$ cat src/logic/core_pkg.sv
package core_pkg;

    localparam int WORD_W   = 32;
    localparam int PREG_NUM = 64;
    localparam int PREG_W   = $clog2(PREG_NUM);

    typedef logic [WORD_W-1:0] word_t;
    typedef logic [PREG_W-1:0] preg_t;

    // operations of the integer core
    typedef enum logic [2:0] {
        OP_ADD,
        OP_SUB,
        OP_AND,
        OP_OR,
        OP_XOR,
        OP_SLT,   // signed compare
        OP_MUL    // low word of the product
    } op_e;

    // selects the issue queue
    typedef enum logic {
        KIND_ALU,
        KIND_MULT
    } kind_e;

endpackage

$ cat src/logic/issue_pkg.sv
package issue_pkg;

    localparam int WAKE_NUM       = 2;
    localparam int WAKE_ALU       = 0;   // results slot of the alu
    localparam int WAKE_MULT      = 1;   // results slot of the multiplier
    localparam int ALU_QUEUE_LEN  = 8;
    localparam int MULT_QUEUE_LEN = 4;
    localparam int IMM_W          = 16;

    typedef logic [IMM_W-1:0] imm_t;

    typedef struct packed {
        logic            ready;
        core_pkg::preg_t tag;
        core_pkg::word_t value;
    } src_t;

    typedef struct packed {
        logic            valid;
        core_pkg::op_e   op;
        core_pkg::kind_e kind;
        core_pkg::preg_t dst;
        core_pkg::preg_t src1;
        core_pkg::preg_t src2;
        logic            use_imm;   // src2 replaced by imm
        imm_t            imm;
    } renamed_t;

    typedef struct packed {
        logic            ready;
        core_pkg::word_t value;
    } prf_read_t;

    typedef struct packed {
        core_pkg::op_e   op;
        core_pkg::preg_t dst;
        src_t            src1;
        src_t            src2;
        imm_t            imm;
    } entry_t;

    typedef struct packed {
        logic            valid;
        core_pkg::kind_e kind;
        entry_t          entry;
    } write_req_t;

    typedef struct packed {
        logic            valid;
        core_pkg::op_e   op;
        core_pkg::preg_t dst;
        core_pkg::word_t opnd1;
        core_pkg::word_t opnd2;
        imm_t            imm;
    } issue_t;

    typedef struct packed {
        logic            valid;
        core_pkg::preg_t tag;
        core_pkg::word_t value;
    } wake_t;

    // a matching broadcast makes the source ready and supplies its value
    function automatic src_t wake_src(src_t src, wake_t [WAKE_NUM-1:0] bus);
        src_t woken;
        woken = src;
        for (int i = 0; i < WAKE_NUM; i++) begin
            if (bus[i].valid && bus[i].tag == src.tag) begin
                woken.ready = 1'b1;
                woken.value = bus[i].value;
            end
        end
        return woken;
    endfunction

endpackage

$ cat src/logic/dispatch_write.sv
`timescale 1ns/100ps

module dispatch_write (
    input  issue_pkg::renamed_t                       renamed,
    input  issue_pkg::prf_read_t                      prf1,
    input  issue_pkg::prf_read_t                      prf2,
    input  issue_pkg::wake_t [issue_pkg::WAKE_NUM-1:0] wakes,
    input  logic                                      alu_full,
    input  logic                                      mult_full,
    output issue_pkg::write_req_t                     write,
    output logic                                      stall
);
    import core_pkg::*;
    import issue_pkg::*;

    src_t  src1_read;
    src_t  src2_read;
    src_t  src1;
    src_t  src2;
    word_t imm_word;
    logic  target_full;

    // register file view of both sources
    always_comb begin
        src1_read.ready = prf1.ready;
        src1_read.tag   = renamed.src1;
        src1_read.value = prf1.value;
        src2_read.ready = prf2.ready;
        src2_read.tag   = renamed.src2;
        src2_read.value = prf2.value;
    end

    assign imm_word = {{(WORD_W-IMM_W){renamed.imm[IMM_W-1]}}, renamed.imm};   // sign extend

    // a result broadcast in this cycle would miss both the read and the queue
    always_comb begin
        src1 = wake_src(src1_read, wakes);
        if (renamed.use_imm) begin
            src2.ready = 1'b1;
            src2.tag   = renamed.src2;
            src2.value = imm_word;
        end else begin
            src2 = wake_src(src2_read, wakes);
        end
    end

    assign target_full = (renamed.kind == KIND_MULT) ? mult_full : alu_full;
    assign stall       = renamed.valid && target_full;

    always_comb begin
        write.valid      = renamed.valid && !target_full;
        write.kind       = renamed.kind;
        write.entry.op   = renamed.op;
        write.entry.dst  = renamed.dst;
        write.entry.src1 = src1;
        write.entry.src2 = src2;
        write.entry.imm  = renamed.imm;
    end

endmodule

$ cat src/logic/issue_queue.sv
`timescale 1ns/100ps

module issue_queue #(
    parameter int              QUEUE_LEN = 8,
    parameter core_pkg::kind_e KIND      = core_pkg::KIND_ALU
) (
    input  logic                                      clk,
    input  logic                                      rst,
    input  issue_pkg::write_req_t                     write,
    input  issue_pkg::wake_t [issue_pkg::WAKE_NUM-1:0] wakes,
    output logic                                      full,
    output issue_pkg::issue_t                         issued
);
    import core_pkg::*;
    import issue_pkg::*;

    entry_t               entries [QUEUE_LEN];
    logic [QUEUE_LEN-1:0] valid;
    logic [QUEUE_LEN-1:0] older [QUEUE_LEN];   // older[i][j] set when slot j came before slot i
    logic [QUEUE_LEN-1:0] ready_vec;
    logic [QUEUE_LEN-1:0] sel_oh;
    logic [QUEUE_LEN-1:0] alloc_oh;
    logic                 accept;

    assign full   = &valid;
    assign accept = write.valid && (write.kind == KIND) && !full;

    always_comb begin
        for (int i = 0; i < QUEUE_LEN; i++) begin
            ready_vec[i] = valid[i] && entries[i].src1.ready && entries[i].src2.ready;
        end
    end

    // oldest ready: no other ready slot is older
    always_comb begin
        for (int i = 0; i < QUEUE_LEN; i++) begin
            sel_oh[i] = ready_vec[i] && ((older[i] & ready_vec) == '0);
        end
    end

    // lowest free slot
    always_comb begin
        alloc_oh = '0;
        for (int i = QUEUE_LEN - 1; i >= 0; i--) begin
            if (!valid[i]) begin
                alloc_oh    = '0;
                alloc_oh[i] = 1'b1;
            end
        end
    end

    always_comb begin
        issued = '0;
        for (int i = 0; i < QUEUE_LEN; i++) begin
            if (sel_oh[i]) begin
                issued.valid = 1'b1;
                issued.op    = entries[i].op;
                issued.dst   = entries[i].dst;
                issued.opnd1 = entries[i].src1.value;
                issued.opnd2 = entries[i].src2.value;   // holds the imm when used
                issued.imm   = entries[i].imm;
            end
        end
    end

    always_ff @(posedge clk) begin
        if (rst) begin
            valid <= '0;
        end else begin
            valid <= (valid & ~sel_oh) | (accept ? alloc_oh : '0);
        end
    end

    // a new entry is younger than every entry that stays
    always_ff @(posedge clk) begin
        for (int i = 0; i < QUEUE_LEN; i++) begin
            if (rst) begin
                older[i] <= '0;
            end else if (accept && alloc_oh[i]) begin
                older[i] <= valid & ~sel_oh;
            end else if (accept) begin
                older[i] <= older[i] & ~alloc_oh;
            end
        end
    end

    always_ff @(posedge clk) begin
        for (int i = 0; i < QUEUE_LEN; i++) begin
            if (accept && alloc_oh[i]) begin
                entries[i] <= write.entry;   // already merged with this cycle's wakes
            end else begin
                if (!entries[i].src1.ready) begin
                    entries[i].src1 <= wake_src(entries[i].src1, wakes);
                end
                if (!entries[i].src2.ready) begin
                    entries[i].src2 <= wake_src(entries[i].src2, wakes);
                end
            end
        end
    end

    // the dispatch side must hold its write back while this queue is full
    a_no_write_when_full: assert property (@(posedge clk) disable iff (rst)
        (write.valid && write.kind == KIND) |-> !full);

    // age order stays total, so exactly one ready slot wins
    a_issue_onehot: assert property (@(posedge clk) disable iff (rst)
        issued.valid |-> $onehot(sel_oh));

endmodule

$ cat src/logic/exec_unit.sv
`timescale 1ns/100ps

module exec_unit (
    input  logic                                      clk,
    input  logic                                      rst,
    input  issue_pkg::issue_t                         alu_op,
    input  issue_pkg::issue_t                         mult_op,
    output issue_pkg::wake_t [issue_pkg::WAKE_NUM-1:0] results
);
    import core_pkg::*;
    import issue_pkg::*;

    word_t alu_value;
    word_t mult_value;
    logic  alu_less;

    assign alu_less = $signed(alu_op.opnd1) < $signed(alu_op.opnd2);

    always_comb begin
        case (alu_op.op)
            OP_ADD:  alu_value = alu_op.opnd1 + alu_op.opnd2;
            OP_SUB:  alu_value = alu_op.opnd1 - alu_op.opnd2;
            OP_AND:  alu_value = alu_op.opnd1 & alu_op.opnd2;
            OP_OR:   alu_value = alu_op.opnd1 | alu_op.opnd2;
            OP_XOR:  alu_value = alu_op.opnd1 ^ alu_op.opnd2;
            OP_SLT:  alu_value = {{(WORD_W-1){1'b0}}, alu_less};
            default: alu_value = '0;   // mul never routed here
        endcase
    end

    assign mult_value = mult_op.opnd1 * mult_op.opnd2;   // low word only

    always_ff @(posedge clk) begin
        results[WAKE_ALU].tag    <= alu_op.dst;
        results[WAKE_ALU].value  <= alu_value;
        results[WAKE_MULT].tag   <= mult_op.dst;
        results[WAKE_MULT].value <= mult_value;
        if (rst) begin
            results[WAKE_ALU].valid  <= 1'b0;
            results[WAKE_MULT].valid <= 1'b0;
        end else begin
            results[WAKE_ALU].valid  <= alu_op.valid;
            results[WAKE_MULT].valid <= mult_op.valid;
        end
    end

    // routing by kind in dispatch keeps other ops off the multiplier
    a_mult_only_mul: assert property (@(posedge clk) disable iff (rst)
        mult_op.valid |-> mult_op.op == OP_MUL);

endmodule

$ cat src/logic/issue_top.sv
`timescale 1ns/100ps

module issue_top (
    input  logic                                      clk,
    input  logic                                      rst,
    input  issue_pkg::renamed_t                       renamed,
    input  issue_pkg::prf_read_t                      prf1,
    input  issue_pkg::prf_read_t                      prf2,
    output logic                                      stall,
    output issue_pkg::wake_t [issue_pkg::WAKE_NUM-1:0] results
);
    import core_pkg::*;
    import issue_pkg::*;

    write_req_t write;
    logic       alu_full;
    logic       mult_full;
    issue_t     alu_issued;
    issue_t     mult_issued;

    dispatch_write dispatch0 (
        .renamed   (renamed),
        .prf1      (prf1),
        .prf2      (prf2),
        .wakes     (results),
        .alu_full  (alu_full),
        .mult_full (mult_full),
        .write     (write),
        .stall     (stall)
    );

    issue_queue #(
        .QUEUE_LEN (ALU_QUEUE_LEN),
        .KIND      (KIND_ALU)
    ) alu_queue (
        .clk    (clk),
        .rst    (rst),
        .write  (write),
        .wakes  (results),
        .full   (alu_full),
        .issued (alu_issued)
    );

    issue_queue #(
        .QUEUE_LEN (MULT_QUEUE_LEN),
        .KIND      (KIND_MULT)
    ) mult_queue (
        .clk    (clk),
        .rst    (rst),
        .write  (write),
        .wakes  (results),
        .full   (mult_full),
        .issued (mult_issued)
    );

    exec_unit exec0 (
        .clk     (clk),
        .rst     (rst),
        .alu_op  (alu_issued),
        .mult_op (mult_issued),
        .results (results)
    );

endmodule

$ cat config.mk
export PLATFORM = sky130hd
export DESIGN_NAME = issue_top
export DESIGN_NICKNAME = d
export VERILOG_FILES = /design/src/logic/core_pkg.sv /design/src/logic/issue_pkg.sv /design/src/logic/dispatch_write.sv /design/src/logic/issue_queue.sv /design/src/logic/exec_unit.sv /design/src/logic/issue_top.sv
export SDC_FILE = /design/constraint.sdc
export NUM_CORES = 2
export LEC_CHECK = 0
export ABC_CLOCK_PERIOD_IN_PS = 12200
export BUFFER_PORTS_ARGS = -buffer_cell sky130_fd_sc_hd__buf_2
export CORE_MARGIN = 1.5
export CORE_UTILIZATION = 45
export CTS_CLUSTER_SIZE = 16
export DETAILED_ROUTE_END_ITERATION = 8
export HOLD_SLACK_MARGIN = 0.06
export SYNTH_ARGS = -nofsm -noshare
export SYNTH_HDL_FRONTEND = slang
export SYNTH_HIERARCHICAL = 1
export SYNTH_SLANG_ARGS = --single-unit
$ cat constraint.sdc
create_clock -name clk -period 12.2 [get_ports clk]
set_input_delay 1.22 -clock clk [delete_from_list [all_inputs] [get_ports clk]]
set_output_delay 1.22 -clock clk [all_outputs]
set_load 0.01 [all_outputs]
==> results.md <==
* Status: finished, final reports clean
* DRT Pass-1 Iters at 7
* Number of gates resized after CTS at 0
* F_max at between 90 and 100 MHz
* Syn nets at about 10000
* R2r setup slk at approximately 1900 ps
* Crit path setup slack, layout at 1860 ps
* Final setup viols at 0
* GP Congestion at 0.960
* Area of the core at 202000 um2
* Setup_tns at 0 ps
* Post-route ant nets at 0
* DP Worst Slack at between 1500 and 2000 ps
* Worst reg2reg path depth at 29
* Critical path fanouts, max at 64
* Hold Vio Cnt, Final at 0
* Area delta synth->final at 8.75%
* Yosys warns at 6
* Worst Setup SP: mult_queue/valid[0]
* Drt drc at 0
* Critical path arrival at 11040 ps
* Hold Buf Count CTS at 0
* GR Overflow Total at 0
* RR Startpoint: mult_queue/valid[0]
* CTS max path bufs at 3
* CTS Sinks at 1202
* Critical Path Most Common Cell: fa_1
* Pins over their slew limit at 0
* WP data required at ~13000 ps
* HPWL Detailed at roughly 250000 um
* Reg clk slew, reported paths at 60 ps
* Setup Crit Path Kind: flop to flop
* Maxcap violations at 0
* Period utilization at around 85%
* Routed len/inst at 32.6 um
* Crit-path max cell delay at approximately 1100 ps
* Synth Cell Area at around 92000 um2
* Initial DRC count at 11683
* Number of buffers added on ports at 186
* Mean Syn Cell Area at 9.60 um2
* Share of layout cells above drive strength 1 at 11.9%
* DIE HEIGHT at 454 um
* Setup crit end: exec0/results[69]
* Worst Max-Slew Pin Slew at 1370 ps
* Slew headroom at under 10%
* Power Density at 137 nW/um2
* Cell row count at 165
* Total wire length at 392000 um
* Nets at 9967
* Crit path max-delay cell type: a211oi_2
* Min-delay worst type: flop to flop
* Reg2reg end: exec0/results[69]
* CP endpoint kind: flop
* Final design utilization at 49.3%
* Post-CTS setup buffer count at 0
* CTS buffer count at 144
* Vias per cell at about 6.6
* P_leak at 35.1 nW
* Min Tclk post-route at 10340 ps
* Hold_ws at 461 ps
* Initial antenna violation count at 14
* Peak supply drop at ~0.00017 V
* Ports at between 150 and 200
* Root buf cell: clkbuf_16
* Initial Utilization at 45.3%
* GRT Overall Usage at ~37%
* Die Wd at ~450 um
* Largest net degree at the start of global routing at 131
* Clk_lat worst skew at approximately 830 ps
* Worst setup SP type: flop
* CTS tree: done
* H-tree depth at 4
* Vias at around 80000
* Number of global-route vias before repair at around 77000
* Fillers at 18518
* Synth Instances at between 9000 and 10000
* Total chip power at roughly 0.014 W
* Setup Skew at approximately 41 ps
* DIE AREA at 206000 um2
* First-pass GRT wire length at between 500000 and 600000 um
* RSZ-0062 raised after global routing: no
-- power breakdown --
part	internal [W]	switching [W]	leakage [nW]	total (W)
Combinational	0.00103	0.00256	21.7	0.00359
Sequential	0.00535	0.000344	11.1	0.00569
Clock	0.00245	0.00189	2.24	0.00434
Total	0.00882	0.00480	35.1	0.0136
-- metrics by stage --
stage               cell area [um2]  cells
floorplan                     91700   9551
global placement              95100  11756
detailed placement            95100  11756
CTS                           99700  12020
global route                  99700  12021
finish                        99700  12034
-- worst min-delay path by stage --
stage,start,endpoint,slack (ps),cells after the start
6_report,alu_queue/entries[1][407],exec0/results[36],460,2
5_1_grt,alu_queue/entries[1][407],exec0/results[36],500,2
4_1_cts,alu_queue/entries[1][407],exec0/results[36],470,2
3_5_place_dp,alu_queue/entries[1][407],exec0/results[36],460,2
3_3_place_gp,alu_queue/entries[1][407],exec0/results[36],450,2
2_1_floorplan,alu_queue/entries[1][403],exec0/results[32],440,2
-- metal layers --
layer / global-route usage [%] / share of wire (%)
met3: 10.8 / 13
met2: 54.6 / 42
met1: 48.0 / 38
met4: 24.2 / 7.5
met5: 0 / 0.017
-- cells in the final DEF, fill, tap and decap left out, types with 79 or more instances in the layout --
master / instances
a21oi_1: 607
and3_1: 95
nor2_1: 909
edfxtp_1: 1112
nand2_1: 574
buf_4: 337
and2_1: 429
nand3_1: 312
clkbuf_16: 147
inv_1: 593
nand4_1: 235
fa_1: 410
xnor2_1: 243
nor3_1: 242
xor2_1: 161
o31ai_1: 84
o21ai_0: 279
o2111ai_1: 79
nor2b_1: 85
a211oi_2: 94
a211oi_1: 93
mux2i_1: 553
a31oi_1: 217
buf_2: 186
o311ai_1: 102
ha_1: 219
-- worst max-delay path, delay by kind of cell (launching register included) --
family | cells | cell delay, ps
flip-flops | 1 | 840
AND/OR/NAND/NOR | 9 | 2180
AO/OA/AOI/OAI | 5 | 2140
adder cells (fa/ha/maj) | 9 | 4230
XOR/XNOR | 1 | 130
buffers and inverters | 5 | 630
-- flip-flops by register name, indices dropped and copies added, names as in the netlist --
register,count
alu_queue/entries,696
mult_queue/entries,336
exec0/results,78
alu_queue/older,64
mult_queue/older,16
alu_queue/valid,8
mult_queue/valid,4
-- cell type report --
class / count / area (um2) / share of cell area (%)
Clock buffer: 198 / 3990 / 4.00
Clock inverter: 66 / 603 / 0.605
Antenna cell: 14 / 35.0 / 0.0351
Timing Repair Buffer: 532 / 3640 / 3.65
Tap cell: 2672 / 3340 / 3.35
Sequential cell: 1202 / 35300 / 35.4
Multi-Input combinational cell: 6748 / 50600 / 50.7
Inverter: 602 / 2260 / 2.27
Note: power is estimated with default switching activity, not from simulation.
